### src/source/rtc_pkg.sv
package rtc_pkg;

    typedef logic [7:0] rtc_byte_t;   // chip command or data byte
    typedef logic [2:0] host_addr_t;  // host register index

    // host register map
    localparam host_addr_t REG_CMD    = 3'd0;
    localparam host_addr_t REG_SEC    = 3'd1;
    localparam host_addr_t REG_MIN    = 3'd2;
    localparam host_addr_t REG_HOUR   = 3'd3;
    localparam host_addr_t REG_STATUS = 3'd4;

    // opcodes written to REG_CMD
    localparam rtc_byte_t CMD_SET_TIME   = 8'h01;
    localparam rtc_byte_t CMD_FETCH_TIME = 8'h02;

    // chip command bytes, write form (read form has bit 0 set)
    localparam rtc_byte_t CHIP_SEC  = 8'h80;
    localparam rtc_byte_t CHIP_MIN  = 8'h82;
    localparam rtc_byte_t CHIP_HOUR = 8'h84;
    localparam rtc_byte_t CHIP_WP   = 8'h8E;

    localparam rtc_byte_t WP_ON  = 8'h80;
    localparam rtc_byte_t WP_OFF = 8'h00;

    // serial engine states
    typedef enum logic [2:0] {
        E_IDLE, E_SHIFT_OUT, E_TURN, E_SHIFT_IN, E_END_CE, E_DONE
    } eng_state_t;

    // command sequencer states
    typedef enum logic [2:0] {
        S_IDLE, S_ISSUE, S_WAIT, S_NEXT, S_FINISH
    } seq_state_t;

endpackage

### src/source/rtc_xfer_if.sv
`timescale 1ns/1ps

interface rtc_xfer_if;
    import rtc_pkg::*;

    logic      wr_req;    // level, held until done
    logic      rd_req;    // level, held until done
    rtc_byte_t cmd_byte;
    rtc_byte_t wdata;
    rtc_byte_t rdata;     // valid with done on reads
    logic      done;      // one-cycle pulse

    modport host (
        output wr_req, rd_req, cmd_byte, wdata,
        input  rdata, done
    );

    modport engine (
        input  wr_req, rd_req, cmd_byte, wdata,
        output rdata, done
    );

endinterface

### src/source/rtc_ctrl_if.sv
`timescale 1ns/1ps

interface rtc_ctrl_if;
    import rtc_pkg::*;

    logic       go_set;      // pulse
    logic       go_fetch;    // pulse
    rtc_byte_t  set_sec;
    rtc_byte_t  set_min;
    rtc_byte_t  set_hour;
    logic       busy;
    host_addr_t cap_idx;     // shadow register to load
    rtc_byte_t  cap_data;
    logic       cap_strobe;  // pulse per fetched byte

    modport regs (
        output go_set, go_fetch, set_sec, set_min, set_hour,
        input  busy, cap_idx, cap_data, cap_strobe
    );

    modport seq (
        input  go_set, go_fetch, set_sec, set_min, set_hour,
        output busy, cap_idx, cap_data, cap_strobe
    );

endinterface

### src/source/rtc_serial_engine.sv
`timescale 1ns/1ps

module rtc_serial_engine #(
    parameter int HALF_BIT = 50
) (
    input  logic       clk,
    input  logic       rst_n,
    rtc_xfer_if.engine xfer,
    output logic       sclk,
    output logic       ce,
    output logic       sio_drive,
    output logic       sio_en,
    input  logic       sio_sense
);
    import rtc_pkg::*;

    localparam int CNT_W = (HALF_BIT > 0) ? $clog2(HALF_BIT + 1) : 1;

    eng_state_t       state;
    logic [CNT_W-1:0] cnt;         // cycles within one sclk phase
    logic [3:0]       bit_idx;
    logic             is_rd;
    logic [15:0]      tx_sr;       // data byte above command byte
    rtc_byte_t        rx_byte;
    logic [3:0]       sense_sr;
    logic             sense_deb;
    logic             req;
    logic             shifting;
    logic             phase_end;
    logic [3:0]       last_out;

    assign req       = xfer.wr_req | xfer.rd_req;
    assign shifting  = (state == E_SHIFT_OUT) || (state == E_SHIFT_IN);
    assign phase_end = (cnt == CNT_W'(HALF_BIT));
    assign last_out  = is_rd ? 4'd7 : 4'd15;  // read sends only the command
    assign xfer.rdata = rx_byte;

    always_ff @(posedge clk or negedge rst_n)
    begin
        if (!rst_n)
            cnt <= '0;
        else if (req && shifting)
            cnt <= phase_end ? '0 : cnt + 1'b1;
        else
            cnt <= '0;
    end

    // glitch filter on the sensed line, parked at ones while we drive
    always_ff @(posedge clk or negedge rst_n)
    begin
        if (!rst_n)
        begin
            sense_sr  <= 4'b1111;
            sense_deb <= 1'b1;
        end
        else if (sio_en)
        begin
            sense_sr  <= 4'b1111;
            sense_deb <= 1'b1;
        end
        else
        begin
            sense_sr <= {sense_sr[2:0], sio_sense};
            if (&sense_sr)
                sense_deb <= 1'b1;
            else if (~|sense_sr)
                sense_deb <= 1'b0;
        end
    end

    always_ff @(posedge clk)
    begin
        if (state == E_IDLE && req)
            tx_sr <= {xfer.wdata, xfer.cmd_byte};
        if (state == E_SHIFT_IN && !sclk)
            rx_byte[bit_idx[2:0]] <= sense_deb;  // last sample of the phase wins
    end

    always_ff @(posedge clk or negedge rst_n)
    begin
        if (!rst_n)
        begin
            state     <= E_IDLE;
            bit_idx   <= '0;
            is_rd     <= 1'b0;
            sclk      <= 1'b0;
            ce        <= 1'b0;
            sio_drive <= 1'b0;
            sio_en    <= 1'b1;
            xfer.done <= 1'b0;
        end
        else
        begin
            case (state)
                E_IDLE:
                    if (req)
                    begin
                        is_rd   <= xfer.rd_req;
                        bit_idx <= '0;
                        sclk    <= 1'b0;
                        ce      <= 1'b1;
                        sio_en  <= 1'b1;
                        state   <= E_SHIFT_OUT;
                    end
                E_SHIFT_OUT:
                    if (!sclk)
                    begin
                        sio_drive <= tx_sr[bit_idx];  // LSB first
                        if (phase_end)
                            sclk <= 1'b1;
                    end
                    else if (phase_end)
                    begin
                        sclk <= 1'b0;
                        if (bit_idx != last_out)
                            bit_idx <= bit_idx + 1'b1;
                        else if (is_rd)
                        begin
                            bit_idx <= '0;
                            sio_en  <= 1'b0;   // release line, chip drives next
                            state   <= E_TURN;
                        end
                        else
                            state <= E_END_CE;
                    end
                E_TURN:
                    state <= E_SHIFT_IN;
                E_SHIFT_IN:
                    if (!sclk)
                    begin
                        if (phase_end)
                            sclk <= 1'b1;
                    end
                    else if (phase_end)
                    begin
                        sclk <= 1'b0;
                        if (bit_idx == 4'd7)
                            state <= E_END_CE;
                        else
                            bit_idx <= bit_idx + 1'b1;
                    end
                E_END_CE:
                begin
                    ce        <= 1'b0;
                    sio_en    <= 1'b1;
                    sio_drive <= 1'b0;
                    state     <= E_DONE;
                end
                E_DONE:
                    if (!xfer.done)
                        xfer.done <= 1'b1;
                    else
                    begin
                        xfer.done <= 1'b0;  // request drops this cycle
                        state     <= E_IDLE;
                    end
                default:
                    state <= E_IDLE;
            endcase
        end
    end

endmodule

### src/source/rtc_sequencer.sv
`timescale 1ns/1ps

module rtc_sequencer (
    input  logic    clk,
    input  logic    rst_n,
    rtc_ctrl_if.seq ctrl,
    rtc_xfer_if.host xfer
);
    import rtc_pkg::*;

    seq_state_t state;
    logic [2:0] step;
    logic       is_fetch;
    logic [2:0] last_step;
    rtc_byte_t  base_cmd;
    rtc_byte_t  cur_cmd;
    rtc_byte_t  cur_wdata;

    assign last_step = is_fetch ? 3'd2 : 3'd4;

    // ordered chip transactions for the active command
    always_comb
    begin
        cur_wdata = WP_ON;
        case (step)
            3'd0:
            begin
                base_cmd  = is_fetch ? CHIP_SEC : CHIP_WP;
                cur_wdata = WP_OFF;
            end
            3'd1:
            begin
                base_cmd  = is_fetch ? CHIP_MIN : CHIP_SEC;
                cur_wdata = ctrl.set_sec;
            end
            3'd2:
            begin
                base_cmd  = is_fetch ? CHIP_HOUR : CHIP_MIN;
                cur_wdata = ctrl.set_min;
            end
            3'd3:
            begin
                base_cmd  = CHIP_HOUR;
                cur_wdata = ctrl.set_hour;
            end
            default:
                base_cmd = CHIP_WP;       // protect again at the end
        endcase
        cur_cmd = {base_cmd[7:1], is_fetch};  // bit 0 selects read
    end

    always_ff @(posedge clk)
    begin
        if (state == S_ISSUE)
        begin
            xfer.cmd_byte <= cur_cmd;
            xfer.wdata    <= cur_wdata;
        end
        if (state == S_WAIT && xfer.done)
        begin
            ctrl.cap_idx  <= REG_SEC + host_addr_t'(step);
            ctrl.cap_data <= xfer.rdata;
        end
    end

    always_ff @(posedge clk or negedge rst_n)
    begin
        if (!rst_n)
        begin
            state           <= S_IDLE;
            step            <= '0;
            is_fetch        <= 1'b0;
            ctrl.busy       <= 1'b0;
            ctrl.cap_strobe <= 1'b0;
            xfer.wr_req     <= 1'b0;
            xfer.rd_req     <= 1'b0;
        end
        else
        begin
            case (state)
                S_IDLE:
                    if (ctrl.go_set || ctrl.go_fetch)
                    begin
                        is_fetch  <= ctrl.go_fetch;
                        step      <= '0;
                        ctrl.busy <= 1'b1;
                        state     <= S_ISSUE;
                    end
                S_ISSUE:
                begin
                    xfer.wr_req <= !is_fetch;
                    xfer.rd_req <= is_fetch;
                    state       <= S_WAIT;
                end
                S_WAIT:
                    if (xfer.done)
                    begin
                        xfer.wr_req     <= 1'b0;
                        xfer.rd_req     <= 1'b0;
                        ctrl.cap_strobe <= is_fetch;
                        state           <= S_NEXT;
                    end
                S_NEXT:
                begin
                    ctrl.cap_strobe <= 1'b0;
                    if (step == last_step)
                        state <= S_FINISH;
                    else
                    begin
                        step  <= step + 1'b1;
                        state <= S_ISSUE;
                    end
                end
                S_FINISH:
                begin
                    ctrl.busy <= 1'b0;
                    state     <= S_IDLE;
                end
                default:
                    state <= S_IDLE;
            endcase
        end
    end

endmodule

### src/source/rtc_regs.sv
`timescale 1ns/1ps

module rtc_regs (
    input  logic                clk,
    input  logic                rst_n,
    input  rtc_pkg::host_addr_t host_addr,
    input  rtc_pkg::rtc_byte_t  host_wdata,
    input  logic                host_wr,
    input  logic                host_rd,
    output rtc_pkg::rtc_byte_t  host_rdata,
    rtc_ctrl_if.regs            ctrl
);
    import rtc_pkg::*;

    rtc_byte_t shadow_sec;
    rtc_byte_t shadow_min;
    rtc_byte_t shadow_hour;
    logic      fetched;       // sticky, set by first captured byte
    logic      cmd_ok;

    // also block while a go pulse is in flight and busy is not yet up
    assign cmd_ok = host_wr && (host_addr == REG_CMD) && !ctrl.busy
                    && !ctrl.go_set && !ctrl.go_fetch;

    always_ff @(posedge clk)
    begin
        if (host_wr && host_addr == REG_SEC)
            ctrl.set_sec <= host_wdata;
        if (host_wr && host_addr == REG_MIN)
            ctrl.set_min <= host_wdata;
        if (host_wr && host_addr == REG_HOUR)
            ctrl.set_hour <= host_wdata;
        if (ctrl.cap_strobe)
        begin
            case (ctrl.cap_idx)
                REG_SEC:  shadow_sec  <= ctrl.cap_data;
                REG_MIN:  shadow_min  <= ctrl.cap_data;
                REG_HOUR: shadow_hour <= ctrl.cap_data;
                default:  ;
            endcase
        end
    end

    always_ff @(posedge clk or negedge rst_n)
    begin
        if (!rst_n)
        begin
            ctrl.go_set   <= 1'b0;
            ctrl.go_fetch <= 1'b0;
            fetched       <= 1'b0;
            host_rdata    <= '0;
        end
        else
        begin
            ctrl.go_set   <= cmd_ok && (host_wdata == CMD_SET_TIME);
            ctrl.go_fetch <= cmd_ok && (host_wdata == CMD_FETCH_TIME);
            if (ctrl.cap_strobe)
                fetched <= 1'b1;
            if (host_rd)
            begin
                case (host_addr)
                    REG_SEC:    host_rdata <= shadow_sec;
                    REG_MIN:    host_rdata <= shadow_min;
                    REG_HOUR:   host_rdata <= shadow_hour;
                    REG_STATUS: host_rdata <= {6'b0, fetched, ctrl.busy};
                    default:    host_rdata <= '0;
                endcase
            end
        end
    end

endmodule

### src/source/rtc_top.sv
`timescale 1ns/1ps

module rtc_top #(
    parameter int HALF_BIT = 50   // clk cycles per sclk phase, minus one
) (
    input  logic                clk,
    input  logic                rst_n,
    // host bus
    input  rtc_pkg::host_addr_t host_addr,
    input  rtc_pkg::rtc_byte_t  host_wdata,
    input  logic                host_wr,
    input  logic                host_rd,
    output rtc_pkg::rtc_byte_t  host_rdata,
    // chip pins, pad buffer lives outside
    output logic                sclk,
    output logic                ce,
    output logic                sio_drive,
    output logic                sio_en,
    input  logic                sio_sense
);

    rtc_ctrl_if ctrl_if ();
    rtc_xfer_if xfer_if ();

    rtc_regs regs_i (
        .clk        (clk),
        .rst_n      (rst_n),
        .host_addr  (host_addr),
        .host_wdata (host_wdata),
        .host_wr    (host_wr),
        .host_rd    (host_rd),
        .host_rdata (host_rdata),
        .ctrl       (ctrl_if.regs)
    );

    rtc_sequencer seq_i (
        .clk   (clk),
        .rst_n (rst_n),
        .ctrl  (ctrl_if.seq),
        .xfer  (xfer_if.host)
    );

    rtc_serial_engine #(
        .HALF_BIT (HALF_BIT)
    ) engine_i (
        .clk       (clk),
        .rst_n     (rst_n),
        .xfer      (xfer_if.engine),
        .sclk      (sclk),
        .ce        (ce),
        .sio_drive (sio_drive),
        .sio_en    (sio_en),
        .sio_sense (sio_sense)
    );

endmodule

### config.mk
export PLATFORM = sky130hd
export DESIGN_NAME = rtc_top
export DESIGN_NICKNAME = d
export VERILOG_FILES = /design/src/source/rtc_pkg.sv /design/src/source/rtc_xfer_if.sv /design/src/source/rtc_ctrl_if.sv /design/src/source/rtc_serial_engine.sv /design/src/source/rtc_sequencer.sv /design/src/source/rtc_regs.sv /design/src/source/rtc_top.sv
export SDC_FILE = /design/constraint.sdc
export NUM_CORES = 1
export LEC_CHECK = 0
export BUFFER_PORTS_ARGS = -buffer_cell sky130_fd_sc_hd__clkbuf_2
export CAP_MARGIN = 20
export CORE_ASPECT_RATIO = 1.2
export CORE_MARGIN = 10
export CORE_UTILIZATION = 45
export DETAILED_ROUTE_END_ITERATION = 12
export HOLD_SLACK_MARGIN = 0.08
export PLACE_DENSITY = 0.68
export SYNTH_ARGS = -nofsm -noshare
export SYNTH_HDL_FRONTEND = slang
export SYNTH_SLANG_ARGS = --single-unit
### constraint.sdc
create_clock -name clk -period 3.7 [get_ports clk]
set_input_delay 0 -clock clk [delete_from_list [all_inputs] [get_ports clk]]
set_output_delay 0 -clock clk [all_outputs]
set_load 0.005 [all_outputs]
After elaboration in Yosys (flattened, before gate mapping)

Index checks and enable logic that the tools add are counted.
Widths: inputs -> output; s select.

Logic and storage cells: 202
Bits of input ports: 16
Register bits after elaboration: 145

Equal/unequal tests: 41
$add $sub $neg: 3
$lt $le $gt $ge: 3
Reduce and logical (&&, ||, !) cells: 53
Multiplexer cells: 67
Bitwise gates (word level): 1

Operator list:

| kind                | count |
|---|---|
| $pmux 8 s4          | 3 |
| $mux 3              | 16 |
| $mux 4              | 11 |
| $eq 3x2->1 const B  | 10 |
| $reduce_and 2->1    | 12 |
| $mux 1              | 19 |
| $ne 2x1->1 const B  | 9 |
| $pmux 3 s6          | 1 |
| $reduce_and 8->1    | 2 |
| $eq 3x1->1 const B  | 5 |
| $logic_and 1x1->1   | 14 |
| $pmux 1 s2          | 7 |
| $reduce_bool 2->1   | 7 |
| $eq 3x3->1 const B  | 4 |
| $logic_not 3->1     | 4 |
| $mux 6              | 2 |
| $pmux 3 s4          | 1 |
| $pmux 4 s3          | 1 |
| $ne 2x2->1 const B  | 5 |
| $bwmux 8            | 1 |
| $eq 8x1->1 const B  | 1 |
| $eq 8x2->1 const B  | 1 |
| $add 6x1->6 const B | 1 |
| $eq 6x6->1 const B  | 1 |
| other kinds (24)    | 30 |

Logic depth before layout (Yosys ltp)

Depth after elaboration: 6
Depth in mapped cells: 6

Cells and area by module

From an unflattened synthesis, not the netlist that was laid out.

Cells, all modules: 421
Area total of the unflattened synthesis: 5930.7 µm²

By module, submodules not included:

| module            | cells each | times used | sequential area each (µm²) | area an instance (µm²) |
|---|---|---|---|---|
| rtc_serial_engine | 178        | 1          | 1328.8                     | 2200.9 |
| rtc_regs          | 117        | 1          | 1716.6                     | 2143.3 |
| rtc_sequencer     | 126        | 1          | 965.9                      | 1586.5 |

Worst setup path before layout

Ideal clock, no wire load.

Kind: register -> register
Start point: register seq_i.state[0]
End point: register seq_i.xfer.cmd_byte[0] (enable)
Library setup time: 0.385 ns
Period minus slack after synthesis: 1.811 ns
Buffers on the path: 1
Stages on the path, launching flop included: 4
Arrival time: 1.426 ns
Data required time: 3.315 ns
Setup slack: 1.889 ns
Cells stage by stage: dfrtp_1 > clkbuf_1 > nor2b_1 > nor2b_1

Longest elaborated chain between the ends: 1

RTL lines:

| what                   | line                | source |
|---|---|---|
| start, declared        | rtc_sequencer.sv:11 | `seq_state_t state;` |
| start signal, assigned | rtc_sequencer.sv:70 | `state <= S_IDLE;` |
| start signal, assigned | rtc_sequencer.sv:87 | `state <= S_ISSUE;` |
| start signal, assigned | rtc_sequencer.sv:93 | `state <= S_WAIT;` |
| $eq 3x1->1             | rtc_sequencer.sv:54 | `if (state == S_ISSUE)` |
| end signal, assigned   | rtc_sequencer.sv:56 | `xfer.cmd_byte <= cur_cmd;` |
| end, declared          | rtc_xfer_if.sv:14   | `output wr_req, rd_req, cmd_byte, wdata,` |

Every way passes these cells.
A chain may end at the register's enable or synchronous reset.

Worst setup path after layout

Start point: register engine_i.state[2]
End point: register engine_i.rx_byte[1], in the netlist engine_i.xfer.rdata[1] (enable)

Longest elaborated chain between the ends: 2

RTL lines:

| what                          | line                     | source |
|---|---|---|
| start, declared               | rtc_serial_engine.sv:19  | `eng_state_t state;` |
| start signal, assigned        | rtc_serial_engine.sv:83  | `state <= E_IDLE;` |
| start signal, assigned        | rtc_serial_engine.sv:103 | `state <= E_SHIFT_OUT;` |
| start signal, assigned        | rtc_serial_engine.sv:121 | `state <= E_TURN;` |
| $eq 3x2->1                    | rtc_serial_engine.sv:75  | `if (state == E_SHIFT_IN && !sclk)` |
| $logic_and 1x1->1             | rtc_serial_engine.sv:75  |  |
| end signal, assigned by index | rtc_serial_engine.sv:76  | `rx_byte[bit_idx[2:0]] <= sense_deb;` |
| end, declared                 | rtc_serial_engine.sv:24  | `rtc_byte_t rx_byte;` |

Every way passes these cells.

==> metrics.txt <==
Pwr Total 0.003594 W; top cells by area, synth edfxtp_1 48%, dfrtp_1 18%, dfstp_2 2.8%, nor2_1 2.4%, ha_1 1.8%; Num CTS Buffers 17; FF+latch area 0.003891 sq mm; ANT cells 0; syn_area_per_cell 13.71 sq um; vias in the first global route 3,560; fraction of layout instances using a drive strength above 1 18.82%; root buffer cell clkbuf_16; DIE WIDTH 122.5 um; Residual DRC 0; Post-CTS Setup Bufs 0; Worst-Skew Late Latency 0.41 ns; Compound-Gate Fraction of Synth Area 9.458%; via/cell ratio 5.443; die area 0.01752 sq mm; Post-Syn Area 0.005675 sq mm; vias post-DR 3,451; Largest delay share family, worst path simple AND/OR/NAND/NOR gates; first-pass GRT wire length 17,690 um; yosys synthesis warning count 0; leakage 2.562 nW; WL final 10,660 um; slowest stage cell, crit path dfrtp_1; critical path fanouts, max 15; top post-synthesis cells by count 91 x edfxtp_1, 40 x dfrtp_1, 37 x nor2_1, 24 x nand2_1, 21 x inv_1; final worst path period share 53.61%; Total GRT Usage 12.85%; wire per inst 16.82 um; clk sinks 137; main combinational cell family by area after synthesis simple AND/OR/NAND/NOR gates; Post-synth EDFFs 91; num rows 44; Crit Path Category flip-flop to flip-flop; max-cap check violation count 0; Core ar. 0.01222 sq mm; Tightest Pin Transition 0.7522 ns; crit path cell chain and2b_1, nand2_1, or3_1, nor3_1; Reg2Reg Setup Slack 1.72 ns; Min-Delay Path Class primary input to flip-flop; Power Dens Cells 539.7 mW/mm^2; initial antenna violation count 0; Async SR Flop Fraction 33.58%; CTS tree built; dpl hpwl 7280 um; Final Hold Vio Count 0; Main synth FF type edfxtp_1; P&R area growth vs syn 17.33%; Slowest Stage Delay on Critical Path 0.55 ns; Placer Congestion 0.8225; Initial Util 46.44%; CP bufs+invs 0; clock skew 0.007805 ns; status completed; RSZ-0062 raised after global routing false; Port Buffers 27; CP endpoint kind flip-flop; Post-Syn Instances 414; mux contribution to synthesized area 3.263%; Slew Limit Fails 0; syn_nets 438; worst vdd ir 0.3525 mV; Final ANT Viol Nets 0; startpoint types flip-flop; area share of fa/ha/maj cells after synthesis 1.764%; io pins 28; fillcell total 1,019; post-synth top area share 48.15%; CP arrival 2.08 ns; Final Setup Violations 0; clk buf depth 2; Initial DRC Count 251; total gr overflow 0; fmax 504.1 MHz; Die Span Y 143.0 um; Clk pin slew, worst setup/hold paths 0.05 ns; TritonRoute pass-1 iters 5; # H-tree levels 4; # nets final 484; Yosys cell types 59; most frequent cell after synthesis edfxtp_1; Simple-Gate Fraction of Synth Area 12.96%; Seq/Total Area, Yosys 68.56%; flops & latches, synth 137; Synth area leader edfxtp_1; Req. time, crit path 3.79 ns; largest net degree at the start of global routing 39; XOR/XNOR share of the synthesized area 1.235%; min Tclk post-route 1.984 ns; Multi-input gate area 0.001628 sq mm; TNS Setup 0 ns; Slew HR 49.67%
==> worst min-delay path: stages <==
cell	delay, ns
clkbuf_2	0.16
nand3b_1	0.11
a21oi_1	0.06
a31oi_1	0.15
a21oi_1	0.08
==> registers in the layout, summed over array words and instances (netlist names), 3 cells and up <==
name                  cells
seq_i.state               3
seq_i.step                3
regs_i.shadow_sec         8
regs_i.shadow_min         8
regs_i.host_rdata         8
engine_i.state            3
engine_i.sense_sr         4
regs_i.shadow_hour        8
engine_i.cnt              6
regs_i.ctrl.set_min       8
engine_i.xfer.rdata       8
regs_i.ctrl.set_sec       8
seq_i.ctrl.cap_idx        3
regs_i.ctrl.set_hour      8
engine_i.bit_idx          4
engine_i.tx_sr           12
seq_i.ctrl.cap_data       8
seq_i.xfer.cmd_byte       4
seq_i.xfer.wdata          8
==> power by group <==
group | switching, W | leakage (nW) | internal (W) | total, W
logic | 0.000141 | 0.884 | 0.000114 | 0.000255
clock network | 0.000610 | 0.270 | 0.000988 | 0.00160
registers | 0.0000565 | 1.41 | 0.00168 | 0.00174
==> final cells by class <==
cell class | count | area share (%)
inverter | 21 | 1.184
clock inverter | 12 | 1.879
sequential | 137 | 58.44
timing repair buffer | 44 | 4.472
multi-input combinational | 239 | 24.45
clock buffer | 20 | 6.558
tap | 161 | 3.025
==> cells by family (layout without fill, tap and decap cells) <==
group | Yosys count | in the layout
fa+ha+maj | 8 | 8
mux | 15 | 15
simple gates | 133 | 133
buf+inv | 38 | 97
flops | 137 | 137
compound gates | 75 | 75
xor+xnor | 8 | 8
==> layout by cell type, fill, tap and decap left out, types with 14 or more instances in the layout <==
cell           netlist  final
dfrtp_1             40     40
dlygate4sd3_1        0     14
nor2_1              37     37
clkbuf_16            0     17
nand2_1             24     24
clkbuf_2             0     27
edfxtp_1            91     91
a21oi_1             14     14
inv_1               21     21
==> stage by stage <==
step	std cells	hold WS, ns	setup slack, ns	cell area (sq um)	utilization, %
after floorplan	414	-0.2956	1.889	5675	-
after global placement	587	-0.1404	1.809	5949	48.68
after detailed placement	587	-0.1340	1.685	5949	48.68
after CTS	633	0.1585	1.658	6651	54.42
after global routing	634	0.1825	1.570	6659	54.48
final	634	0.1870	1.716	6659	54.48
==> per-layer routing <==
layer | share of wire (%) | vias up | track usage (%)
met3 | 3.4 | 16 | 3.432
met1 | 42 | 1726 | 14.49
met2 | 53 | 53 | 22.56
li1 | - | 1656 | -
met5 | 0 | - | 0
met4 | 1.4 | 0 | 5.031
==> final timing paths <==
path                                           from                endpoint  cells past startpoint
min in group asynchronous                     rst_n          regs_i.fetched                      3
max in group asynchronous                     rst_n    regs_i.host_rdata[0]                      3
worst max-delay path              engine_i.state[2]  engine_i.xfer.rdata[1]                      4
worst min register to register  seq_i.xfer.wdata[2]      engine_i.tx_sr[10]                      0
worst min-delay path                   host_addr[2]    regs_i.host_rdata[1]                      5
worst max register to register    engine_i.state[2]  engine_i.xfer.rdata[1]                      4
==> what timing repair did <==
action                                  4_1_cts  5_1_grt
endpoints found under the hold margin        75        0
hold buffers                                 14        0
gates resized for setup                       0        0
endpoints found under the setup margin        0        0
No activity file was read; power rests on OpenSTA's default activity.
